==> config.mk <==
export PLATFORM = sky130hd
export DESIGN_NAME = rv_core_top
export DESIGN_NICKNAME = d
export VERILOG_FILES = /design/src/hdl/rv_core_pkg.sv /design/src/hdl/rv_core_top.sv /design/src/hdl/rv_execute.sv /design/src/hdl/rv_fetch.sv /design/src/hdl/rv_instr_queue.sv /design/src/hdl/rv_reg_file.sv
export VERILOG_INCLUDE_DIRS = /design/src /design/src/hdl
export SDC_FILE = /design/constraint.sdc
export NUM_CORES = 2
export LEC_CHECK = 0
export ABC_AREA = 0
export BUFFER_PORTS_ARGS = -buffer_cell sky130_fd_sc_hd__buf_2
export CAP_MARGIN = 10
export CORE_ASPECT_RATIO = 0.6
export CORE_MARGIN = 5
export CORE_UTILIZATION = 29
export CTS_BUF_LIST = sky130_fd_sc_hd__clkbuf_16
export CTS_CLUSTER_SIZE = 25
export DETAILED_ROUTE_END_ITERATION = 10
export GPL_TIMING_DRIVEN = 0
export HOLD_SLACK_MARGIN = 0.03
export PLACE_DENSITY = 0.42
export SLEW_MARGIN = 10
export SYNTH_ARGS = -nofsm -noshare
export SYNTH_HDL_FRONTEND = slang
export SYNTH_SLANG_ARGS = --single-unit
==> constraint.sdc <==
create_clock -name clk -period 16.7 [get_ports clk]
set_input_delay 1.67 -clock clk [delete_from_list [all_inputs] [get_ports clk]]
set_output_delay 1.67 -clock clk [all_outputs]
set_load 0.05 [all_outputs]
==> src/hdl/rv_core_consts.svh <==
`ifndef RV_CORE_CONSTS_SVH
`define RV_CORE_CONSTS_SVH

// widths
`define XLEN            32
`define REG_ADDR_BITS   5
`define PC_BITS         32
`define MEM_ADDR_BITS   12

// instruction queue entries as a power of two
`define QUEUE_DEPTH     4

// major opcodes
`define OPC_OP          7'b0110011
`define OPC_OP_IMM      7'b0010011
`define OPC_LUI         7'b0110111
`define OPC_STORE       7'b0100011

// funct3 for the alu group
`define F3_ADD          3'b000
`define F3_SLL          3'b001
`define F3_XOR          3'b100
`define F3_SRL          3'b101
`define F3_OR           3'b110
`define F3_AND          3'b111

`define RESET_PC        32'h0000_0000

`endif

==> src/hdl/rv_core_pkg.sv <==
`include "rv_core_consts.svh"

package rv_core_pkg;

    typedef logic [`REG_ADDR_BITS-1:0] reg_addr_t;
    typedef logic [`XLEN-1:0]          word_t;

    //------------------------------------------------------------------------
    // instruction formats
    //------------------------------------------------------------------------
    typedef struct packed {
        logic [6:0] funct7;
        reg_addr_t  rs2;
        reg_addr_t  rs1;
        logic [2:0] funct3;
        reg_addr_t  rd;
        logic [6:0] opcode;
    } r_type_t;

    typedef struct packed {
        logic [11:0] imm;
        reg_addr_t   rs1;
        logic [2:0]  funct3;
        reg_addr_t   rd;
        logic [6:0]  opcode;
    } i_type_t;

    // offset split around rs2/rs1
    typedef struct packed {
        logic [6:0] imm_hi;
        reg_addr_t  rs2;
        reg_addr_t  rs1;
        logic [2:0] funct3;
        logic [4:0] imm_lo;
        logic [6:0] opcode;
    } s_type_t;

    typedef struct packed {
        logic [19:0] imm;
        reg_addr_t   rd;
        logic [6:0]  opcode;
    } u_type_t;

    typedef union packed {
        r_type_t r;
        i_type_t i;
        s_type_t s;
        u_type_t u;
    } instr_word_t;

endpackage

==> src/hdl/rv_core_top.sv <==
`timescale 1ns/1ps
`include "rv_core_consts.svh"

module rv_core_top import rv_core_pkg::*; (
    input  logic                      clk,
    input  logic                      arst_n_i,
    input  logic                      start_i,
    input  word_t                     start_addr_i,
    output logic                      mem_re_o,
    output logic [`MEM_ADDR_BITS-1:0] mem_addr_o,
    input  word_t                     mem_rdata_i,
    input  logic                      tx_active_i,
    output logic                      tx_start_o,
    output logic [7:0]                tx_data_o,
    output logic                      rd_we_o,
    output reg_addr_t                 rd_addr_o,
    output word_t                     rd_data_o,
    output word_t                     peek_pc_o,
    output word_t                     peek_ir_o,
    output logic                      paused_o
);

    logic  push;
    word_t push_instr;
    word_t push_pc;
    logic  room;
    logic  valid;
    word_t head_instr;
    word_t head_pc;
    logic  pop;

    //------------------------------------------------------------------------
    // fetch -> queue -> execute
    //------------------------------------------------------------------------
    rv_fetch u_fetch (
        .clk          (clk),
        .arst_n_i     (arst_n_i),
        .start_i      (start_i),
        .start_addr_i (start_addr_i),
        .paused_i     (paused_o),
        .room_i       (room),
        .mem_re_o     (mem_re_o),
        .mem_addr_o   (mem_addr_o),
        .mem_rdata_i  (mem_rdata_i),
        .push_o       (push),
        .push_instr_o (push_instr),
        .push_pc_o    (push_pc)
    );

    rv_instr_queue u_queue (
        .clk          (clk),
        .arst_n_i     (arst_n_i),
        .flush_i      (start_i),
        .push_i       (push),
        .push_instr_i (push_instr),
        .push_pc_i    (push_pc),
        .room_o       (room),
        .pop_i        (pop),
        .valid_o      (valid),
        .head_instr_o (head_instr),
        .head_pc_o    (head_pc)
    );

    rv_execute u_execute (
        .clk         (clk),
        .arst_n_i    (arst_n_i),
        .start_i     (start_i),
        .valid_i     (valid),
        .instr_i     (head_instr),
        .pc_i        (head_pc),
        .pop_o       (pop),
        .paused_o    (paused_o),
        .tx_active_i (tx_active_i),
        .tx_start_o  (tx_start_o),
        .tx_data_o   (tx_data_o),
        .rd_we_o     (rd_we_o),
        .rd_addr_o   (rd_addr_o),
        .rd_data_o   (rd_data_o),
        .peek_pc_o   (peek_pc_o),
        .peek_ir_o   (peek_ir_o)
    );

endmodule

==> src/hdl/rv_execute.sv <==
`timescale 1ns/1ps
`include "rv_core_consts.svh"

module rv_execute import rv_core_pkg::*; (
    input  logic        clk,
    input  logic        arst_n_i,
    input  logic        start_i,
    input  logic        valid_i,
    input  instr_word_t instr_i,
    input  word_t       pc_i,
    output logic        pop_o,
    output logic        paused_o,
    input  logic        tx_active_i,
    output logic        tx_start_o,
    output logic [7:0]  tx_data_o,
    output logic        rd_we_o,
    output reg_addr_t   rd_addr_o,
    output word_t       rd_data_o,
    output word_t       peek_pc_o,
    output word_t       peek_ir_o
);

    logic      is_op;
    logic      is_op_imm;
    logic      is_lui;
    logic      is_store;
    logic      f3_legal;
    logic      legal;
    logic      do_sub;
    logic      store_stall;
    logic      wb_en;
    reg_addr_t rs1_addr;
    reg_addr_t rs2_addr;
    reg_addr_t rd_addr;
    word_t     rs1_data;
    word_t     rs2_data;
    word_t     operand_b;
    word_t     alu_out;
    word_t     result;
    logic [4:0] shamt;

    //------------------------------------------------------------------------
    // decode
    //------------------------------------------------------------------------
    assign is_op     = (instr_i.r.opcode == `OPC_OP);
    assign is_op_imm = (instr_i.i.opcode == `OPC_OP_IMM);
    assign is_lui    = (instr_i.u.opcode == `OPC_LUI);
    assign is_store  = (instr_i.s.opcode == `OPC_STORE);

    always_comb begin
        case (instr_i.r.funct3)
            `F3_ADD, `F3_SLL, `F3_XOR,
            `F3_SRL, `F3_OR, `F3_AND: f3_legal = 1'b1;
            default:                  f3_legal = 1'b0;
        endcase
    end

    assign legal = ((is_op || is_op_imm) && f3_legal) || is_lui || is_store;

    assign rs1_addr = instr_i.r.rs1;
    assign rs2_addr = instr_i.r.rs2;
    assign rd_addr  = instr_i.r.rd;

    rv_reg_file u_reg_file (
        .clk        (clk),
        .arst_n_i   (arst_n_i),
        .rs1_addr_i (rs1_addr),
        .rs2_addr_i (rs2_addr),
        .rs1_data_o (rs1_data),
        .rs2_data_o (rs2_data),
        .we_i       (wb_en),
        .wr_addr_i  (rd_addr),
        .wr_data_i  (result)
    );

    //------------------------------------------------------------------------
    // alu
    //------------------------------------------------------------------------
    assign operand_b = is_op ? rs2_data : {{20{instr_i.i.imm[11]}}, instr_i.i.imm};
    // funct7 only exists in the R view
    assign do_sub    = is_op && instr_i.r.funct7[5];
    assign shamt     = operand_b[4:0];

    always_comb begin
        case (instr_i.r.funct3)
            `F3_ADD: alu_out = do_sub ? (rs1_data - operand_b) : (rs1_data + operand_b);
            `F3_SLL: alu_out = rs1_data << shamt;
            `F3_XOR: alu_out = rs1_data ^ operand_b;
            `F3_SRL: alu_out = rs1_data >> shamt;
            `F3_OR:  alu_out = rs1_data | operand_b;
            `F3_AND: alu_out = rs1_data & operand_b;
            default: alu_out = rs1_data + operand_b;
        endcase
    end

    assign result = is_lui ? {instr_i.u.imm, 12'h000} : alu_out;

    //------------------------------------------------------------------------
    // issue control
    //------------------------------------------------------------------------
    // hold a store until the transmitter is idle and the last byte has left
    assign store_stall = is_store && (tx_active_i || tx_start_o);
    assign pop_o       = valid_i && !paused_o && !start_i && !store_stall;
    assign wb_en       = pop_o && legal && !is_store && (rd_addr != '0);

    always_ff @(posedge clk or negedge arst_n_i) begin
        if (!arst_n_i) begin
            rd_we_o    <= 1'b0;
            tx_start_o <= 1'b0;
            paused_o   <= 1'b0;
        end else begin
            rd_we_o    <= wb_en;
            tx_start_o <= pop_o && is_store;
            if (start_i) begin
                paused_o <= 1'b0;
            end else if (pop_o && !legal) begin
                paused_o <= 1'b1;
            end
        end
    end

    // result and debug registers
    always_ff @(posedge clk) begin
        if (wb_en) begin
            rd_addr_o <= rd_addr;
            rd_data_o <= result;
        end
        if (pop_o && is_store) begin
            tx_data_o <= rs2_data[7:0];
        end
        if (pop_o) begin
            peek_pc_o <= pc_i;
            peek_ir_o <= instr_i;
        end
    end

endmodule

==> src/hdl/rv_fetch.sv <==
`timescale 1ns/1ps
`include "rv_core_consts.svh"

module rv_fetch import rv_core_pkg::*; (
    input  logic                      clk,
    input  logic                      arst_n_i,
    input  logic                      start_i,
    input  word_t                     start_addr_i,
    input  logic                      paused_i,
    input  logic                      room_i,
    output logic                      mem_re_o,
    output logic [`MEM_ADDR_BITS-1:0] mem_addr_o,
    input  word_t                     mem_rdata_i,
    output logic                      push_o,
    output word_t                     push_instr_o,
    output word_t                     push_pc_o
);

    word_t pc;
    word_t pend_pc;
    logic  running;
    logic  pending;

    // one read per cycle while the queue can take it
    assign mem_re_o   = running && room_i && !paused_i;
    assign mem_addr_o = pc[`MEM_ADDR_BITS+1:2];

    //------------------------------------------------------------------------
    // pc and read tracking
    //------------------------------------------------------------------------
    always_ff @(posedge clk or negedge arst_n_i) begin
        if (!arst_n_i) begin
            pc      <= `RESET_PC;
            running <= 1'b0;
            pending <= 1'b0;
        end else if (start_i) begin
            // restart drops whatever read is still returning
            pc      <= {start_addr_i[`PC_BITS-1:2], 2'b00};
            running <= 1'b1;
            pending <= 1'b0;
        end else begin
            pending <= mem_re_o;
            if (mem_re_o) begin
                pc <= pc + 32'd4;
            end
        end
    end

    // address of the read in flight
    always_ff @(posedge clk) begin
        if (mem_re_o) begin
            pend_pc <= pc;
        end
    end

    // data comes back one cycle after the read
    assign push_o       = pending;
    assign push_instr_o = mem_rdata_i;
    assign push_pc_o    = pend_pc;

endmodule

==> src/hdl/rv_instr_queue.sv <==
`timescale 1ns/1ps
`include "rv_core_consts.svh"

module rv_instr_queue import rv_core_pkg::*; #(
    parameter int DEPTH = `QUEUE_DEPTH
) (
    input  logic  clk,
    input  logic  arst_n_i,
    input  logic  flush_i,
    input  logic  push_i,
    input  word_t push_instr_i,
    input  word_t push_pc_i,
    output logic  room_o,
    input  logic  pop_i,
    output logic  valid_o,
    output word_t head_instr_o,
    output word_t head_pc_o
);

    localparam int PTR_W = $clog2(DEPTH);
    localparam int CNT_W = PTR_W + 1;
    localparam logic [CNT_W-1:0] ROOM_MAX = CNT_W'(DEPTH - 2);

    word_t             instr_mem [DEPTH];
    word_t             pc_mem    [DEPTH];
    logic [PTR_W-1:0]  wr_ptr;
    logic [PTR_W-1:0]  rd_ptr;
    logic [CNT_W-1:0]  count;
    logic              do_pop;

    assign valid_o      = (count != '0);
    assign do_pop       = pop_i && valid_o;
    // two free slots leave one for the read in flight
    assign room_o       = (count <= ROOM_MAX);
    assign head_instr_o = instr_mem[rd_ptr];
    assign head_pc_o    = pc_mem[rd_ptr];

    //------------------------------------------------------------------------
    // pointers and count
    //------------------------------------------------------------------------
    always_ff @(posedge clk or negedge arst_n_i) begin
        if (!arst_n_i) begin
            wr_ptr <= '0;
            rd_ptr <= '0;
            count  <= '0;
        end else if (flush_i) begin
            wr_ptr <= '0;
            rd_ptr <= '0;
            count  <= '0;
        end else begin
            if (push_i) begin
                wr_ptr <= wr_ptr + 1'b1;
            end
            if (do_pop) begin
                rd_ptr <= rd_ptr + 1'b1;
            end
            case ({push_i, do_pop})
                2'b10:   count <= count + 1'b1;
                2'b01:   count <= count - 1'b1;
                default: count <= count;
            endcase
        end
    end

    // storage
    always_ff @(posedge clk) begin
        if (push_i) begin
            instr_mem[wr_ptr] <= push_instr_i;
            pc_mem[wr_ptr]    <= push_pc_i;
        end
    end

endmodule

==> src/hdl/rv_reg_file.sv <==
`timescale 1ns/1ps
`include "rv_core_consts.svh"

module rv_reg_file import rv_core_pkg::*; (
    input  logic      clk,
    input  logic      arst_n_i,
    input  reg_addr_t rs1_addr_i,
    input  reg_addr_t rs2_addr_i,
    output word_t     rs1_data_o,
    output word_t     rs2_data_o,
    input  logic      we_i,
    input  reg_addr_t wr_addr_i,
    input  word_t     wr_data_i
);

    localparam int NUM_REGS = 1 << `REG_ADDR_BITS;

    word_t regs [NUM_REGS];

    // x0 reads as zero whatever is stored
    assign rs1_data_o = (rs1_addr_i == '0) ? '0 : regs[rs1_addr_i];
    assign rs2_data_o = (rs2_addr_i == '0) ? '0 : regs[rs2_addr_i];

    always_ff @(posedge clk or negedge arst_n_i) begin
        if (!arst_n_i) begin
            for (int i = 0; i < NUM_REGS; i++) begin
                regs[i] <= '0;
            end
        end else if (we_i && (wr_addr_i != '0)) begin
            regs[wr_addr_i] <= wr_data_i;
        end
    end

endmodule

Yosys cells after proc, flatten, opt, wreduce, memory -nomap -nowiden:

Memories as Yosys holds them, arrays and structs flattened. A register that Yosys moved wholly into a read port is not among the register bits.
Cells that the tools add are included.

* bits in registers: 1177
* bits in writable memories: 256
* bits of input ports: 68
* output and inout bits: 125
* logic and storage cells: 144
* memories kept: 2

Memory list
* u_queue.instr_mem: words 4, bits a word 32, rd ports 1, clocked after Yosys merged registers in 0, write ports 1, line rv_instr_queue.sv:24 `word_t instr_mem [DEPTH];`
* u_queue.pc_mem: words 4, bits a word 32, rd ports 1, clocked after Yosys merged registers in 1, write ports 1, line rv_instr_queue.sv:25 `word_t pc_mem [DEPTH];`

* add/subtract/negate cells: 7
* order comparisons: 5
* equality and inequality tests: 11
* shift operators: 2
* mux-type cells: 29
* bitwise logic cells: 6
* reduce and logical (&&, ||, !) cells: 36

Operators by type and width (number)
* 1024-bit bitwise mux: 1
* 32-bit 2-to-1 mux: 12
* 32-bit binary-select mux with 5-bit select: 2
* 32-bit case mux with 6 select lines: 1
* 32-bit demux with 5-bit select: 1
* 32-bit by 3-bit adder with 32-bit output, second input constant: 1
* 32-bit adder: 1
* 32-bit AND: 1
* 32-bit bitwise OR: 1
* 32-bit by 5-bit << shifter with 32-bit output: 1
* 32-bit by 5-bit right shift with 32-bit output: 1
* 32-bit subtractor: 1
* 32-bit XOR: 1
* 7-bit by 6-bit == test with 1-bit output, second input constant: 3
* 6-bit greater-or-equal comparator, second input constant: 3
* 5-bit NOT with 6-bit output: 3
* 1-bit logical AND: 16
* 3-bit == test, second input constant: 4
* 5-bit zero test: 2
* 2-bit 2-to-1 mux: 4
* 2-bit nonzero test: 4
* 7-bit by 5-bit == test with 1-bit output, second input constant: 1
* 6-bit by 1-bit less-than comparator with 1-bit output, second input constant: 1
* 1-bit 2-to-1 mux: 6
* 15 further kinds: 24

Longest topological paths before layout:

An unclocked memory read counts as a cell.

* word-level depth: 12
* gate-level depth with buffers: 35
* depth with buffers taken out: 25

Cells and area by module:

Synthesis repeated with hierarchy kept, for this count alone.

* cell total of the unflattened synthesis: 5910
* area, all modules: 80429.6 um^2

By module, submodules not included
* rv_reg_file: times used 1, cells an instance 3613, area each 54912.7 um^2, seq. area each 25624.6 um^2
* rv_execute: times used 1, cells an instance 1626, area each 12687.2 um^2, seq. area each 3348.2 um^2
* rv_instr_queue: times used 1, cells an instance 382, area each 9714.3 um^2, seq. area each 7862.5 um^2
* rv_fetch: times used 1, cells an instance 289, area each 3115.5 um^2, seq. area each 1701.6 um^2

Worst setup path before layout:

Ideal clock, no wire load.

* kind: register -> register
* start: register u_queue.rd_ptr[0]
* end: register u_execute.rd_data_o[30], data pin
* setup time: 0.273 ns
* arrival: 7.193 ns
* required time: 16.427 ns
* setup slack: 9.234 ns
* stages on the path, launching flop included: 30
* path buffers: 9
* path through: dfrtp_1 buf_6 buf_6 mux2_4 inv_1 buf_2 buf_4 buf_2 clkbuf_1 buf_1 mux4_2 mux4_2 mux2i_1 nor3_1 a21oi_1 ha_1 clkbuf_1 or4_1 o211ai_1 a21bo_2 a21oi_1 o41ai_1 a31o_2 a21o_1 a21oi_1 xor2_1 nor2_1 nor4_2 buf_2 a211oi_1

* cells in the longest elaborated chain, start to end: 11
* elaborated cells between the ends (all ways): 33
* classes of those cells: add/sub: 2; eq/ne: 7; shift: 2; mux: 12; bitwise: 5; reduce/logical: 4; memory: 1

RTL lines
* from (decl): line rv_instr_queue.sv:27 `logic [PTR_W-1:0] rd_ptr;`
* from (signal assigned): line rv_instr_queue.sv:55 `rd_ptr <= rd_ptr + 1'b1;`
* memory read 4 x 32 bit *
* 5-bit NOT with 6-bit output (not written as such): line rv_reg_file.sv:22 `assign rs2_data_o = (rs2_addr_i == '0) ? '0 : regs[rs2_addr_i];`
* 32-bit binary-select mux with 5-bit select: line rv_reg_file.sv:22
* 32-bit 2-to-1 mux (not written as such) (2 in series): line rv_reg_file.sv:22
* 32-bit 2-to-1 mux: line rv_reg_file.sv:22
* 32-bit 2-to-1 mux: line rv_execute.sv:79 `assign operand_b = is_op ? rs2_data : {{20{instr_i.i.imm[11]}}, instr_i.i.imm};`
* 32-bit adder or 32-bit subtractor (tied branches): line rv_execute.sv:86, rv_execute.sv:92
* 32-bit 2-to-1 mux: line rv_execute.sv:86 `` `F3_ADD: alu_out = do_sub ? (rs1_data - operand_b) : (rs1_data + operand_b); ``
* 32-bit case mux with 6 select lines: line rv_execute.sv:85 `case (instr_i.r.funct3)`
* 32-bit 2-to-1 mux *: line rv_execute.sv:96 `assign result = is_lui ? {instr_i.u.imm, 12'h000} : alu_out;`
* named net u_execute.result[30]: line rv_execute.sv:39 `word_t result;`
* to (signal assigned): line rv_execute.sv:126 `rd_data_o <= result;`
* to (decl): line rv_execute.sv:18 `output word_t rd_data_o,`

The timed path passes the listed nets; every way through them passes the cells marked *. The select of a mux whose other input is x is not followed.
A chain may end at the register's enable or synchronous reset.

Worst setup path in the final report:

* start: register u_queue.rd_ptr[0]
* end: register u_execute.u_reg_file.regs[468] (netlist name)

* cells in the longest elaborated chain, start to end: 12
* elaborated cells between the ends (all ways): 57
* classes of those cells: add/sub: 2; order compare: 2; eq/ne: 9; shift: 2; mux: 16; bitwise: 6; reduce/logical: 19; memory: 1

RTL lines
* memory read 4 x 32 bit *
* 5-bit NOT with 6-bit output (not written as such): line rv_reg_file.sv:22
* 32-bit binary-select mux with 5-bit select: line rv_reg_file.sv:22
* 32-bit 2-to-1 mux (not written as such) (2 in series): line rv_reg_file.sv:22
* 32-bit 2-to-1 mux: line rv_reg_file.sv:22
* 32-bit 2-to-1 mux: line rv_execute.sv:79
* 32-bit adder or 32-bit subtractor (tied branches): line rv_execute.sv:86, rv_execute.sv:92
* 32-bit 2-to-1 mux: line rv_execute.sv:86
* 32-bit case mux with 6 select lines: line rv_execute.sv:85
* 32-bit 2-to-1 mux: line rv_execute.sv:96
* 1024-bit bitwise mux: line rv_reg_file.sv:30 `regs[wr_addr_i] <= wr_data_i;`
* to (signal, indexed assignment): line rv_reg_file.sv:30
* to (decl): line rv_reg_file.sv:18 `word_t regs [NUM_REGS];`

Mark *: on every way between the ends. The rest lies on a longest branch, timed or not. The select of a mux whose other input is x is not followed.

==> results by group <==
Yosys
  • Cell variety after synth: 115
  • Main synth FF type: dfrtp_1
  • Post-synth top cells: nand2_1 (1141), dfrtp_1 (1066), o21ai_0 (713)
  • Register bit total from synthesis: 1451
  • Synth top area cells: dfrtp_1 (34%), edfxtp_1 (15%), mux4_2 (12%), nand2_1 (5.4%), mux2i_1 (4.5%)
  • Most common cell in the synthesized netlist: nand2_1
  • Post-synth EDFFs: 385
  • Synth area leader: dfrtp_1
  • Synth top area share: 0.335
  • Async SR Flop Fraction: 0.735
  • Ys Warns: 0
  • Sequential area share after synthesis: 0.480
  • Average instance area after synthesis: 11.1 sq um
  • Synthesized area: 0.0796 sq mm
  • Synth Instances: 7199

Detailed routing
  • Total routed wirelength: 526000 microns
  • TritonRoute pass-1 iters: 6
  • Via density: 6.41
  • DRC: 0
  • Drt initial violations: 12.6k
  • WL/cell: 46.0 microns
  • Final ANT Viol Nets: 0
  • Vias post-DR: 73.3k

Global routing
  • GR peak layer: met1
  • Met2 GRT Util: 0.414
  • Antenna violations before repair: 69
  • GRT Util Overall: 0.356
  • Grt met1 use: 0.513
  • M3 GR Usage: 0.223
  • Remaining global-route overflow: 0
  • First-pass GRT wire length: 678000 microns
  • Vias in the first global route: 66.3k
  • Largest net degree at the start of global routing: 141

STA
  • Clock Skews: 0.121 ns
  • Max-slew violations: 25
  • Final Hold Vio Count: 0
  • Slew margin rel.: -0.0214
  • RSZ-0062 raised after global routing: false
  • Setup TNS: 0 ns
  • Fmax: 71.2 MHz
  • Setup Viol. Count Final: 0
  • Slew @ Worst Pin: 1.52 ns
  • Post-layout minimum cycle time: 14.04 ns
  • Crit share post-route: 0.841

Hold path
  • Worst Hold Depth: 1
  • Hold crit path type: flop to flop
  • Endpoint, Worst Hold: u_execute.u_reg_file.regs[1008]
  • HP Start: u_execute.u_reg_file.regs[1008]

Place
  • Routability congestion estimate from global placement: 1.07
  • I/O Buffers: 187
  • DP HPWL: 401000 microns

Clocking
  • Hold Buf Count CTS: 0
  • CTS root buffer: clkbuf_16
  • Clk slew on worst S/H paths: 0.06 ns
  • Post-CTS Resized: 0
  • Sink Count: 1451
  • CTS Buffer Depth: 4
  • Clock insertion delay at the later pin of the skew report: 0.92 ns
  • CTS Buf Count: 168
  • Post-CTS setup buffer count: 0
  • CTS tree: done
  • CTS H-tree lvls: 4

Setup path
  • Reg2reg path depth: 31
  • RR Startpoint: u_queue.rd_ptr[0]
  • Crit start category: flop
  • CP most frequent cell: clkbuf_1
  • CP arrival: 14.77 ns
  • CP endpoint kind: flop
  • CP peak stage delay: 1.19 ns
  • Worst-path fanout max: 10
  • R2r setup slk: 2.66 ns
  • Worst Path Required: 17.43 ns
  • RR Endpoint: u_execute.u_reg_file.regs[468]
  • Slowest-stage cell, CP: nor4_1
  • Kind of critical path: flop to flop

Run
  • Maxcap violations: 4

Floorplanning
  • Die height: 416 microns
  • Core box area: 0.274 sq mm
  • Chip width: 686 microns
  • Row Count: 149
  • Io pins: 193
  • Initial Util: 0.290
  • DIE AREA: 0.285 sq mm

Finish
  • Util after Layout: 0.338
  • Final Net Count: 7820
  • FILL cells: 27.7k
  • Layout cell share with drive strength beyond 1: 0.205
  • Area delta synth->final: 16.4%

Run status
  • Status: finished, violations left
  • Failing checks: max-capacitance violations, max-slew violations
-- metal layers --
layer	share of wire	up-vias
li1	-	27500
met1	0.43	38800
met2	0.35	5948
met3	0.18	965
met4	0.040	42
met5	0.0015	-
-- stage by stage --
| step | instance area, sq um | worst slack [ns] | cells | hold WS [ns] |
|---|---|---|---|---|
| final | 92600 | 2.66 | 11400 | 0.467 |
| after global routing | 92600 | 3.20 | 11400 | 0.476 |
| after CTS | 92500 | 3.64 | 11400 | 0.461 |
| after detailed placement | 87200 | 3.67 | 11100 | 0.446 |
| after global placement | 85100 | -11.61 | 11000 | 0.435 |
| after floorplan | 79600 | 9.23 | 7200 | 0.425 |
-- placed cells by master, fill, tap and decap left out, drive strengths merged, types with 25 or more instances in the layout --
cell type	netlist	layout
a211oi	65	65
a21o	29	29
a21oi	280	280
a22o	65	65
a22oi	47	47
a31oi	64	64
and2	28	28
and3	34	34
buf	261	538
clkbuf	391	563
clkinv	3	59
dfrtp	1066	1066
diode	0	41
edfxtp	385	385
ha	101	101
inv	138	184
mux2	242	242
mux2i	359	359
mux4	436	436
nand2	1141	1141
nand2b	44	44
nand3	136	136
nand4	30	30
nor2	329	329
nor2b	45	45
nor3	79	79
o211ai	34	34
o21ai	797	797
o22ai	45	45
o31ai	86	86
xnor2	54	54
xor2	25	25
-- registers in the layout, summed over array words and instances, names as in the netlist --
name	count
u_queue.instr_mem	128
u_fetch.pc	30
u_execute.u_reg_file.regs	1024
u_fetch.push_pc_o	30
u_queue.wr_ptr	2
u_execute.tx_start_o	1
u_execute.rd_we_o	1
u_execute.rd_addr_o	5
u_execute.peek_pc_o	30
u_fetch.running	1
u_queue.count	3
u_execute.peek_ir_o	32
u_execute.tx_data_o	8
u_execute.paused_o	1
u_queue.rd_ptr	2
u_fetch.push_o	1
u_execute.rd_data_o	32
u_queue.pc_mem	120
-- worst max-delay path: cells and delay by family, from the launching register on --
kind | cells | cell delay (ns)
AOI/OAI and AO/OA | 6 | 2.03
adders and majority gates | 1 | 0.52
buffers and inverters | 12 | 5.23
DFF | 1 | 0.49
muxes | 4 | 2.44
and+or+nand+nor | 8 | 3.03
-- how the worst max path moves through the flow --
stage	startpoint	end	slack (ns)	cells after the start
after global placement	arst_n_i	u_execute.u_reg_file.regs[1003]	-11.61	1
after global routing	u_queue.rd_ptr[0]	u_execute.u_reg_file.regs[500]	3.20	31
after detailed placement	u_queue.rd_ptr[0]	u_execute.u_reg_file.regs[564]	3.67	31
after CTS	u_queue.rd_ptr[0]	u_execute.u_reg_file.regs[468]	3.64	31
final	u_queue.rd_ptr[0]	u_execute.u_reg_file.regs[468]	2.66	31
after floorplan	u_queue.rd_ptr[0]	u_execute.rd_data_o[30]	9.23	29
-- final cells by class --
class	count	area (sq um)	area share
Multi-Input combinational cell	4956	38100	0.412
Clock buffer	171	4280	0.0462
Inverter	141	542	0.00585
Tap cell	3624	4530	0.0489
Sequential cell	1451	38200	0.413
Timing Repair Buffer	278	2660	0.0287
Clock inverter	122	935	0.0101
Buffer	652	3230	0.0349
Antenna cell	41	103	0.00111
-- cell families (layout without fill, tap and decap cells) --
logic type / Yosys count / after routing / synth area share
buffers and inverters: 793 / 1364 / 0.0461
AND/OR/NAND/NOR: 1955 / 1955 / 0.106
XOR/XNOR: 79 / 79 / 0.00869
flip-flops: 1451 / 1451 / 0.480
multiplexers: 1037 / 1037 / 0.203
adder cells (fa/ha/maj): 104 / 104 / 0.0166
other: 1 / 43 / 0.0000471
AO/OA/AOI/OAI: 1779 / 1779 / 0.140
Power is not shown: default switching activity piles up to over one toggle a cycle in this logic, so the estimate is an artifact.
